## config.mk

```make
export PLATFORM = sky130hd
export DESIGN_NAME = board_specific_top
export DESIGN_NICKNAME = d
export VERILOG_FILES = /design/src/verilog/board_audio_pkg.sv /design/src/verilog/board_specific_top.sv /design/src/verilog/i2s_audio_out.sv /design/src/verilog/level_meter.sv /design/src/verilog/sound_gain_stage.sv /design/src/verilog/inmp441_mic_i2s_receiver.sv
export SDC_FILE = /design/constraint.sdc
export NUM_CORES = 1
export LEC_CHECK = 0
export BUFFER_PORTS_ARGS = -buffer_cell sky130_fd_sc_hd__buf_2
export CORE_MARGIN = 4
export CORE_UTILIZATION = 50
export CTS_CLUSTER_SIZE = 14
export DETAILED_ROUTE_END_ITERATION = 10
export PLACE_DENSITY = 0.66
export SYNTH_ARGS = -nofsm -noshare
export SYNTH_HDL_FRONTEND = slang
export SYNTH_SLANG_ARGS = --single-unit
```

## constraint.sdc

```tcl
create_clock -name clk -period 12.2 [get_ports clk]
set_input_delay 3.05 -clock clk [delete_from_list [all_inputs] [get_ports clk]]
set_output_delay 3.05 -clock clk [all_outputs]
set_load 0.02 [all_outputs]
```

## src/verilog/board_audio_pkg.sv

```systemverilog
package board_audio_pkg;

    // --------------------------------------------------
    // Clocking and I2S framing

    localparam int clk_mhz        = 50;     // System clock
    localparam int clk_per_bit    = 16;     // Clocks per I2S bit period
    localparam int bits_per_frame = 64;     // Two 32-bit channel slots

    // --------------------------------------------------
    // Sample widths

    localparam int w_mic   = 24;            // INMP441 word
    localparam int w_sound = 16;            // DAC word

    // --------------------------------------------------
    // Board I/O

    localparam int w_key = 4;
    localparam int w_led = 4;

    // Peak halves once per this many clocks, about 1.3 ms
    localparam int decay_cycles = 65536;

    // --------------------------------------------------
    // Types

    typedef logic signed [w_mic   - 1:0] mic_sample_t;
    typedef logic signed [w_sound - 1:0] sound_sample_t;

    typedef logic [1:0] gain_t;             // 0 means shift by 8

    typedef logic [w_key - 1:0] key_t;      // Active high inside the design
    typedef logic [w_led - 1:0] led_t;

endpackage
```

## src/verilog/board_specific_top.sv

```systemverilog
`timescale 1ns/100ps

module board_specific_top
    import board_audio_pkg::*;
(
    input  logic clk,
    input  logic reset,
    input  key_t key_sw,                    // Active low at the pins
    input  logic sd,                        // INMP441 data

    output led_t led,                       // Active low at the pins
    output logic lr,
    output logic ws,
    output logic sck,
    output logic mclk,
    output logic bclk,
    output logic lrclk,
    output logic sdata
);

    // --------------------------------------------------
    // Board polarity

    key_t          key;
    gain_t         gain;
    logic          mute;
    led_t          lab_led;

    mic_sample_t   mic;
    logic          mic_valid;
    sound_sample_t sound;
    logic          sound_valid;

    assign key  = ~ key_sw;
    assign gain = key[1:0];
    assign mute = key[2];
    assign led  = ~ lab_led;

    // --------------------------------------------------
    // Audio pipeline

    inmp441_mic_i2s_receiver i_microphone (
        .clk         ( clk         ),
        .reset       ( reset       ),
        .sd          ( sd          ),
        .lr          ( lr          ),
        .ws          ( ws          ),
        .sck         ( sck         ),
        .mic         ( mic         ),
        .mic_valid   ( mic_valid   )
    );

    sound_gain_stage i_gain (
        .clk         ( clk         ),
        .reset       ( reset       ),
        .mic         ( mic         ),
        .mic_valid   ( mic_valid   ),
        .gain        ( gain        ),
        .mute        ( mute        ),
        .sound       ( sound       ),
        .sound_valid ( sound_valid )
    );

    level_meter i_level_meter (
        .clk         ( clk         ),
        .reset       ( reset       ),
        .sound       ( sound       ),
        .sound_valid ( sound_valid ),
        .led         ( lab_led     )
    );

    i2s_audio_out i_audio_out (
        .clk         ( clk         ),
        .reset       ( reset       ),
        .sound       ( sound       ),
        .sound_valid ( sound_valid ),
        .mclk        ( mclk        ),
        .bclk        ( bclk        ),
        .lrclk       ( lrclk       ),
        .sdata       ( sdata       )
    );

endmodule

```

## src/verilog/i2s_audio_out.sv

```systemverilog
`timescale 1ns/100ps

module i2s_audio_out
    import board_audio_pkg::*;
(
    input  logic          clk,
    input  logic          reset,
    input  sound_sample_t sound,
    input  logic          sound_valid,

    output logic          mclk,
    output logic          bclk,
    output logic          lrclk,
    output logic          sdata
);

    typedef enum logic [1:0] {st_idle, st_left, st_right} state_t;

    state_t state;

    logic [1:0]                          mclk_div;
    logic [$clog2(clk_per_bit)    - 1:0] cyc;
    logic [$clog2(bits_per_frame) - 1:0] bit_idx;
    logic [$clog2(bits_per_frame) - 1:0] next_bit;

    logic mid_cyc;
    logic last_cyc;                         // bclk falls, sdata moves
    logic load_left;
    logic load_right;
    logic shift_out;

    sound_sample_t hold;                    // Latest sample from the gain stage
    sound_sample_t frame_word;              // Sample of the current frame
    sound_sample_t shreg;

    assign mclk = mclk_div[1];              // clk / 4

    always_comb begin
        mid_cyc  = (cyc == clk_per_bit / 2 - 1);
        last_cyc = (cyc == clk_per_bit - 1);

        if (bit_idx == bits_per_frame - 1)
            next_bit = '0;
        else
            next_bit = bit_idx + 1'b1;

        load_left  = last_cyc && (next_bit == 0);
        load_right = last_cyc && (next_bit == bits_per_frame / 2) && (state == st_left);
        shift_out  = last_cyc && !load_left && (next_bit != bits_per_frame / 2)
                     && (state != st_idle);
    end

    // --------------------------------------------------
    // Dividers and channel FSM

    always_ff @(posedge clk) begin
        if (reset) begin
            mclk_div <= '0;
            cyc      <= '0;
            bit_idx  <= '0;
            bclk     <= 1'b0;
            lrclk    <= 1'b0;
            sdata    <= 1'b0;
            state    <= st_idle;
        end else begin
            mclk_div <= mclk_div + 1'b1;

            if (last_cyc)
                cyc <= '0;
            else
                cyc <= cyc + 1'b1;

            if (mid_cyc)
                bclk <= 1'b1;

            if (last_cyc) begin
                bclk    <= 1'b0;
                bit_idx <= next_bit;
                lrclk   <= (next_bit >= bits_per_frame / 2);
                sdata   <= shift_out ? shreg[w_sound - 1] : 1'b0;  // Gap bit is zero
            end

            if (load_left)
                state <= st_left;           // Leaves idle at first frame start
            else if (load_right)
                state <= st_right;
        end
    end

    // --------------------------------------------------
    // Sample path

    always_ff @(posedge clk) begin
        if (sound_valid)
            hold <= sound;

        if (load_left) begin
            frame_word <= hold;
            shreg      <= hold;
        end else if (load_right) begin
            shreg <= frame_word;            // Same word on the right channel
        end else if (shift_out) begin
            shreg <= shreg << 1;            // Zeros after the 16th bit
        end
    end

endmodule

```

## src/verilog/level_meter.sv

```systemverilog
`timescale 1ns/100ps

module level_meter
    import board_audio_pkg::*;
(
    input  logic          clk,
    input  logic          reset,
    input  sound_sample_t sound,
    input  logic          sound_valid,

    output led_t          led
);

    logic [w_sound - 1:0] magnitude;        // -32768 maps to 32768
    logic [w_sound - 1:0] peak;
    logic [w_sound - 1:0] base;             // Peak after any decay step

    logic [$clog2(decay_cycles) - 1:0] decay_cnt;
    logic decay_tick;

    always_comb begin
        if (sound[w_sound - 1])
            magnitude = -sound;
        else
            magnitude = sound;

        decay_tick = (decay_cnt == decay_cycles - 1);

        if (decay_tick)
            base = peak >> 1;
        else
            base = peak;
    end

    // --------------------------------------------------
    // Peak hold with decay

    always_ff @(posedge clk) begin
        if (reset) begin
            decay_cnt <= '0;
            peak      <= '0;
        end else begin
            if (decay_tick)
                decay_cnt <= '0;
            else
                decay_cnt <= decay_cnt + 1'b1;

            if (sound_valid && (magnitude > base))
                peak <= magnitude;
            else
                peak <= base;
        end
    end

    // Bar graph, bit i at 2 ** (11 + i)
    always_comb begin
        for (int i = 0; i < w_led; i++)
            led[i] = (peak >> (w_sound - 1 - w_led + i)) != '0;
    end

endmodule

```

## src/verilog/sound_gain_stage.sv

```systemverilog
`timescale 1ns/100ps

module sound_gain_stage
    import board_audio_pkg::*;
(
    input  logic          clk,
    input  logic          reset,
    input  mic_sample_t   mic,
    input  logic          mic_valid,
    input  gain_t         gain,
    input  logic          mute,

    output sound_sample_t sound,
    output logic          sound_valid
);

    logic [4:0]    shift_amt;
    mic_sample_t   shifted;
    logic          fits;                    // Upper bits are all sign copies
    sound_sample_t saturated;

    // --------------------------------------------------
    // Shift and saturate

    always_comb begin
        // Gain 0 drops 8 bits, gain 3 drops 5
        shift_amt = 5'(w_mic - w_sound) - 5'(gain);
        shifted   = mic >>> shift_amt;      // Arithmetic, keeps sign

        fits = (shifted[w_mic - 1:w_sound - 1]
                == {(w_mic - w_sound + 1){shifted[w_mic - 1]}});

        if (fits)
            saturated = shifted[w_sound - 1:0];
        else
            saturated = {shifted[w_mic - 1], {(w_sound - 1){~shifted[w_mic - 1]}}};
    end

    // --------------------------------------------------
    // Output register

    always_ff @(posedge clk) begin
        if (mic_valid) begin
            if (mute)
                sound <= '0;
            else
                sound <= saturated;
        end
    end

    always_ff @(posedge clk) begin
        if (reset)
            sound_valid <= 1'b0;
        else
            sound_valid <= mic_valid;       // Strobe passes even when muted
    end

endmodule

```

## src/verilog/inmp441_mic_i2s_receiver.sv

```systemverilog
`timescale 1ns/100ps

module inmp441_mic_i2s_receiver
    import board_audio_pkg::*;
(
    input  logic        clk,
    input  logic        reset,
    input  logic        sd,

    output logic        lr,
    output logic        ws,
    output logic        sck,
    output mic_sample_t mic,
    output logic        mic_valid
);

    // --------------------------------------------------
    // Bit period and frame position

    logic [$clog2(clk_per_bit)    - 1:0] cyc;
    logic [$clog2(bits_per_frame) - 1:0] bit_idx;
    logic [$clog2(bits_per_frame) - 1:0] next_bit;

    logic mid_cyc;                          // sck rises after this cycle
    logic last_cyc;                         // sck falls after this cycle
    logic data_bit;                         // Bits 1 to 24 of the left slot

    logic [w_mic - 2:0] shreg;              // The last bit goes straight to mic

    assign lr = 1'b0;                       // Mic answers in the left slot

    always_comb begin
        mid_cyc  = (cyc == clk_per_bit / 2 - 1);
        last_cyc = (cyc == clk_per_bit - 1);

        if (bit_idx == bits_per_frame - 1)
            next_bit = '0;
        else
            next_bit = bit_idx + 1'b1;

        data_bit = (bit_idx >= 1) && (bit_idx <= w_mic);
    end

    // --------------------------------------------------
    // Clock generation

    always_ff @(posedge clk) begin
        if (reset) begin
            cyc     <= '0;
            bit_idx <= '0;
            sck     <= 1'b0;
            ws      <= 1'b0;
        end else begin
            if (last_cyc)
                cyc <= '0;
            else
                cyc <= cyc + 1'b1;

            if (mid_cyc)
                sck <= 1'b1;

            if (last_cyc) begin
                sck     <= 1'b0;
                bit_idx <= next_bit;
                ws      <= (next_bit >= bits_per_frame / 2);  // High in right half
            end
        end
    end

    // --------------------------------------------------
    // Capture on rising sck

    always_ff @(posedge clk) begin
        if (mid_cyc && data_bit) begin
            shreg <= {shreg[w_mic - 3:0], sd};             // MSB first
            if (bit_idx == w_mic)
                mic <= {shreg, sd};                        // Word complete
        end
    end

    always_ff @(posedge clk) begin
        if (reset)
            mic_valid <= 1'b0;
        else
            mic_valid <= mid_cyc && (bit_idx == w_mic);    // Same edge as mic
    end

endmodule

```

==> results.sh, run 1 <==
export IMPL_outcome="complete, no violations"
export IMPL_cpMostUsedCell="o21ai_0"
export IMPL_die_h_um=132.6
export IMPL_clock_skew_ns=0.01000
export IMPL_cts_sink_count=168
export IMPL_vias_per_cell=5.479
export IMPL_maxSlewViolCount=0
export IMPL_ys_warn_count=0
export IMPL_gp_congestion=0.8552
export IMPL_async_flop_share=0
export IMPL_grt_usage=0.1564
export IMPL_cts_root_buffer="clkbuf_16"
export IMPL_max_freq_mhz=167.8
export IMPL_boundaryPins=18
export IMPL_p_int_mw=0.9086
export IMPL_fin_ws_ns=6.240
export IMPL_maxCapViolations=0
export IMPL_dp_hpwl_um=8659
export IMPL_critPathLaunchType="input pin"
export IMPL_hold_path_class="register to register"
export IMPL_seqPwrFrac=0.517
export IMPL_cp_cell_sequence="buf_2 -> ha_1 -> mux2_2 -> o21ai_0 -> nor3_1 -> o21ai_1 -> o21ai_0"
export IMPL_crit_type="input pin to register"
export IMPL_fin_crit_sh=0.4885
export IMPL_fin_setup_tns_ns=0
export IMPL_syn2layout_area_growth_pct=10.13
export IMPL_ys_types=55
export IMPL_avgSynthCellArea_um2=11.67
export IMPL_ys_flop_type="edfxtp_1"
export IMPL_peakVddDrop_mv=0.1164
export IMPL_final_core_util=0.5621
export IMPL_share_comb_of_total_power=0.032
export IMPL_tightest_slew_ns=1.166
export IMPL_drt_wl_total_um=12560
export IMPL_synth_nets=697
export IMPL_antenna_found_initial=0
export IMPL_cts_clk_slew_worst_paths_ns=0.06
export IMPL_end_kind="register"
export IMPL_dieArea_mm2=0.01758
export IMPL_overflow=0
export IMPL_worstHoldPathCells=0
export IMPL_synth_seq_area_share=0.5714
export IMPL_slowest_stage="ha_1"
export IMPL_cts_hold_buf=0
export IMPL_multi_input_area_mm2=0.003082
export IMPL_grt_pass1_vias=4803
export IMPL_reg2reg_from="i_gain.sound[2]$_SDFFCE_PN0P_"
export IMPL_ys_ff_latch=168
export IMPL_power_switching_mw=0.2598
export IMPL_grt_setup_unrepaired="no"
export IMPL_synth_cells=665
export IMPL_drive_gt1_frac=0.1241
export IMPL_cp_required_ns=12.33
export IMPL_cts_made_buffers=17
export IMPL_setup_violations=0
export IMPL_timing_rr_end="i_level_meter.peak[6]$_SDFF_PP0_"
export IMPL_maxSlewHeadroom=0.2230
export IMPL_die_x_um=132.6
export IMPL_wl_per_cell_um=14.39
export IMPL_p_sw_frac=0.2223
export IMPL_power_density_mw_per_mm2=136.7
export IMPL_critPathMaxFanout=30
export IMPL_netlist_area_mm2=0.007760
export IMPL_reg2reg_slack_ns=7.96
export IMPL_start_util=0.5105
export IMPL_ant_nets=0
export IMPL_worstPathArrival_ns=6.09
export IMPL_drt_iter0_drc=205
export IMPL_worstHoldEndpoint="i_microphone.shreg[3]$_DFFE_PP_"
export IMPL_cts_tree="built"
export IMPL_cpPeakStageDelay_ns=0.92
export IMPL_p_leak_nw=3.060
export IMPL_std_cell_rows=45
export IMPL_dp_slack_ns=5.426
export IMPL_clkPwrFrac=0.450
export IMPL_drc_errors=0
export IMPL_cts_resized=0
export IMPL_hold_start="i_microphone.shreg[2]$_DFFE_PP_"
export IMPL_portBuffers=15
export IMPL_finalHoldViolations=0
export IMPL_clock_latency_ns=0.42
export IMPL_clock_path_buffers=2
export IMPL_n_fill_cell=1255
export IMPL_coreArea_mm2=0.01520
export IMPL_r2r_cells=9
export IMPL_postCtsSetupBuffers=0
export IMPL_htree_levels=4
export IMPL_nets=704
export IMPL_min_period_ns=5.960
export IMPL_grt_max_degree=63
export IMPL_grt_pass1_wl_um=22640
export IMPL_regArea_mm2=0.004434
export IMPL_dr_pass1_iters=4
export IMPL_diodes=0
export IMPL_vias=4783
export IMPL_synth_edf_count=107
==> cell families after synthesis <==
family,count (synthesis),synth area share
XOR/XNOR,36,0.04063
flip-flops,168,0.5714
AND/OR/NAND/NOR,188,0.1272
AO/OA/AOI/OAI,125,0.09610
other,1,0.0004833
adder cells (fa/ha/maj),25,0.04031
buffers and inverters,60,0.03257
multiplexers,62,0.09126
==> worst max-delay path, delay by kind of cell <==
family | cells | cell delay, ns
adders and majority gates | 1 | 0.92
buffers and inverters | 1 | 0.45
muxes | 1 | 0.43
and+or+nand+nor | 1 | 0.11
AOI/OAI and AO/OA | 3 | 1.13
==> registers in the layout (all words and copies together) (netlist names) <==
register and flops:
i_microphone.bit_idx 6, i_audio_out.state 2, i_gain.sound 16, i_audio_out.sdata 1, i_audio_out.bclk 1, i_audio_out.lrclk 1
i_audio_out.cyc 4, i_audio_out.hold 16, i_microphone.cyc 4, i_level_meter.peak 16, i_microphone.sck 1, i_microphone.shreg 23
i_audio_out.shreg 16, i_level_meter.decay_cnt 16, i_microphone.mic_valid 1, i_audio_out.mclk_div 2, i_audio_out.bit_idx 5, i_audio_out.frame_word 16
i_microphone.mic 20, i_gain.sound_valid 1
==> power groups by stage <==
stage | combinational, mW | sequential (mW) | clock [mW]
after global placement | 0.0371 | 0.617 | 0
after floorplan | 0.0323 | 0.617 | 0
after global routing | 0.0431 | 0.605 | 0.566
after detailed placement | 0.0380 | 0.617 | 0
after CTS | 0.0381 | 0.604 | 0.539
final | 0.0378 | 0.604 | 0.526
==> cell usage in the layout, fill, tap and decap left out, types with 3 or more instances in the layout <==
cell type,synthesis,final
edfxtp_1,107,107
dfxtp_1,61,61
nor2_1,51,51
mux2i_1,46,46
a21oi_1,45,44
o21ai_0,37,35
nand2_1,30,30
inv_1,29,29
ha_1,25,25
xnor2_1,21,21
nand2b_1,18,18
nor2b_1,17,17
clkbuf_16,0,17
xor2_1,15,15
o22ai_1,15,15
buf_2,7,15
nor3_1,13,13
nand3_1,11,11
mux2_2,10,10
or2_2,9,9
nand4_1,8,8
inv_6,0,8
and3_1,7,7
a211oi_1,6,6
mux4_2,6,6
a21o_1,4,4
nor3b_1,5,4
o21ai_1,2,4
buf_4,3,4
a311oi_1,3,3
or3_1,3,3
inv_8,0,3
==> stage by stage <==
stage	hold WS [ns]	power [mW]	instances	area, um2
2_1_floorplan	0.4003	0.6493	665	7760
3_3_place_gp	0.4014	0.6538	841	7965
3_5_place_dp	0.4072	0.6549	841	7965
4_1_cts	0.4239	1.181	873	8546
5_1_grt	0.4452	1.214	873	8546
6_report	0.4251	1.168	873	8546
==> worst max path at each step <==
stage | from | endpoint | slack (ns) | cells past startpoint
after global routing | key_sw[0] | i_gain.sound[6]$_SDFFCE_PN0P_ | 5.77 | 7
after detailed placement | key_sw[0] | i_gain.sound[8]$_SDFFCE_PN0P_ | 5.43 | 7
after CTS | key_sw[0] | i_gain.sound[8]$_SDFFCE_PN0P_ | 5.89 | 7
after floorplan | key_sw[0] | i_gain.sound[10]$_SDFFCE_PN0P_ | 7.11 | 8
after global placement | key_sw[0] | i_gain.sound[9]$_SDFFCE_PN0P_ | 5.59 | 7
final | key_sw[0] | i_gain.sound[8]$_SDFFCE_PN0P_ | 6.24 | 7
==> synth_stat cells (3+ instances only) <==
library cell	count	area (um2)
nor3b_1	5	37.54
a311oi_1	3	26.28
nand2b_1	18	112.6
nor2b_1	17	106.4
mux2i_1	46	460.4
mux4_2	6	135.1
a21oi_1	45	225.2
or3_1	3	18.77
xor2_1	15	131.4
ha_1	25	312.8
o21ai_0	37	185.2
or2_2	9	56.30
a21o_1	4	30.03
buf_1	5	18.77
edfxtp_1	107	3213
nor2_1	51	191.4
a211oi_1	6	45.04
nor3_1	13	65.06
nand3_1	11	55.05
buf_2	7	35.03
xnor2_1	21	183.9
clkbuf_1	15	56.30
nand4_1	8	50.05
o22ai_1	15	93.84
nand2_1	30	112.6
dfxtp_1	61	1221
buf_4	3	22.52
mux2_2	10	112.6
and3_1	7	43.79
inv_1	29	108.9
==> metal layers <==
layer | GRT usage | vias to the layer above | part of all wire
met2 | 0.2504 | 56 | 0.48
met1 | 0.2032 | 2279 | 0.48
li1 | - | 2428 | -
met3 | 0.03916 | 20 | 0.023
met5 | 0 | - | 0
met4 | 0.06697 | 0 | 0.019
==> layout make-up <==
type | instances | share of cell area
Timing Repair Buffer | 19 | 0.01230
Tap cell | 188 | 0.02753
Clock buffer | 17 | 0.04978
Clock inverter | 15 | 0.01816
Inverter | 29 | 0.01274
Multi-Input combinational cell | 437 | 0.3606
Sequential cell | 168 | 0.5189
Note: power is estimated with default switching activity, not from simulation.
==> run 2, diff against run 1 <==
clock period = 6.1 ns   (was 12.2 ns; I/O delays follow)
==> run 2 against run 1 <==
Net effect: clock power is 98% higher; core utilization grew 0.082 points; setup slack worse by 4.5 ns; die area unchanged; cell area up 0.15%; sequential share of layout area decreased by 0.076 points; critical path depth increased by 6; via count grew 0.77%; wire length rose by 2.6%; power up 99%; combinational power up 100%; critical path type is now register to register; largest cell class unchanged; highest routed layer unchanged.
==> results.sh, run 2 (synthesis results as in run 1) <==
export IMPL_cp_required_ns=6.42
export IMPL_power_density_mw_per_mm2=272.1
export IMPL_fin_crit_sh=0.7151
export IMPL_grt_setup_unrepaired="no"
export IMPL_vias=4820
export IMPL_portBuffers=15
export IMPL_cts_hold_buf=0
export IMPL_peakVddDrop_mv=0.2391
export IMPL_layout_common_cells="edfxtp_1 (107), dfxtp_1 (61), nor2_1 (51)"
export IMPL_max_freq_mhz=229.3
export IMPL_wl_per_cell_um=14.72
export IMPL_dp_hpwl_um=8980
export IMPL_largestRegisters="i_microphone.shreg: 23 flops, i_microphone.mic: 20 flops"
export IMPL_gp_congestion=0.8548
export IMPL_crit_start="i_level_meter.decay_cnt[0]$_SDFF_PP0_"
export IMPL_crit_type="register to register"
export IMPL_grt_usage=0.1603
export IMPL_boundaryPins=18
export IMPL_maxSlewViolCount=0
export IMPL_fin_ws_ns=1.738
export IMPL_syn2layout_area_growth_pct=10.29
export IMPL_drc_errors=0
export IMPL_grt_pass1_vias=4855
export IMPL_cts_sink_count=168
export IMPL_diodes=0
export IMPL_cts_root_buffer="clkbuf_16"
export IMPL_critPathMaxFanout=16
export IMPL_cts_made_buffers=17
export IMPL_dp_slack_ns=1.524
export IMPL_largest_reg_flops=23
export IMPL_tightest_slew_ns=1.192
export IMPL_final_core_util=0.5630
export IMPL_hold_start="i_microphone.shreg[2]$_DFFE_PP_"
export IMPL_final_common_cell="edfxtp_1"
export IMPL_cts_tree="built"
export IMPL_grt_pass1_wl_um=22880
export IMPL_die_x_um=132.6
export IMPL_grt_max_degree=63
export IMPL_finalHoldViolations=0
export IMPL_critPathLaunchType="register"
export IMPL_p_leak_nw=3.053
export IMPL_maxCapViolations=0
export IMPL_drive_gt1_frac=0.1237
export IMPL_start_util=0.5105
export IMPL_min_period_ns=4.362
export IMPL_antenna_found_initial=0
export IMPL_reg2reg_from="i_level_meter.decay_cnt[0]$_SDFF_PP0_"
export IMPL_power_mw=2.329
export IMPL_postCtsSetupBuffers=0
export IMPL_clock_path_buffers=2
export IMPL_die_h_um=132.6
export IMPL_std_cell_rows=45
export IMPL_cts_resized=0
export IMPL_overflow=0
export IMPL_fin_cells=875
export IMPL_dr_pass1_iters=4
export IMPL_dieArea_mm2=0.01758
export IMPL_end_kind="register"
export IMPL_htree_levels=4
export IMPL_cts_clk_slew_worst_paths_ns=0.06
export IMPL_placedCellCount=843
export IMPL_nets=706
export IMPL_regMostFlops="i_microphone.shreg"
export IMPL_hold_path_class="register to register"
export IMPL_n_fill_cell=1252
export IMPL_coreArea_mm2=0.01520
export IMPL_vias_per_cell=5.509
export IMPL_clock_latency_ns=0.43
export IMPL_drt_wl_total_um=12880
export IMPL_ant_nets=0
export IMPL_drt_iter0_drc=254
export IMPL_maxSlewHeadroom=0.2001
export IMPL_setup_violations=0
export IMPL_clock_skew_ns=0.008060
export IMPL_fin_setup_tns_ns=0
export IMPL_outcome="complete, no violations"
export IMPL_worstPathArrival_ns=4.68
run 2: cell type report:
| type | instances | area, um2 | area share |
|---|---|---|---|
| flip-flops and latches | 168 | 4434 | 0.5181 |
| multi-input cells | 437 | 3082 | 0.3601 |
| clock buffers | 17 | 425.4 | 0.04971 |
| well taps | 188 | 235.2 | 0.02749 |
| clock inverters | 15 | 152.6 | 0.01784 |
| repair buffers | 21 | 120.1 | 0.01404 |
| inverters | 29 | 108.9 | 0.01272 |
run 2: per-stage QoR:
stage	hold WS (ns)	area, um2
global placement	0.4012	7980
finish	0.4238	8558
detailed placement	0.4099	7980
CTS	0.4273	8558
global route	0.4389	8558
floorplan	0.4003	7760
run 2: where the power goes:
| group | internal [mW] | switching, mW |
|---|---|---|
| Sequential | 1.20 | 0.00585 |
| Clock | 0.602 | 0.440 |
| Combinational | 0.0343 | 0.0423 |
run 2: worst max-delay path, cell delays in order (launching register included):
cell	delay, ns
dfxtp_1	0.37
ha_1	0.24
nand2_1	0.07
nor4_1	0.41
and3_1	0.89
mux2i_1	0.22
ha_1	0.37
nand4_1	0.11
or4_1	0.53
a21o_1	0.18
nand3_1	0.09
o221ai_2	0.17
buf_4	0.29
mux2_2	0.29
run 2: worst paths after layout:
check	to	slack (ns)	depth (start not counted)
hold reg to reg	i_microphone.shreg[3]$_DFFE_PP_	0.42	0
setup reg to reg	i_level_meter.peak[6]$_SDFF_PP0_	1.74	13
setup / recovery	i_level_meter.peak[6]$_SDFF_PP0_	1.74	13
hold / removal	i_microphone.shreg[3]$_DFFE_PP_	0.42	0
run 2: per-layer routing:
metal	share of wire	global-route usage	vias up
met2	0.48	0.2604	55
met1	0.46	0.1998	2300
li1	-	-	2439
met4	0.026	0.08487	0
met3	0.029	0.03726	26
met5	0	0	-
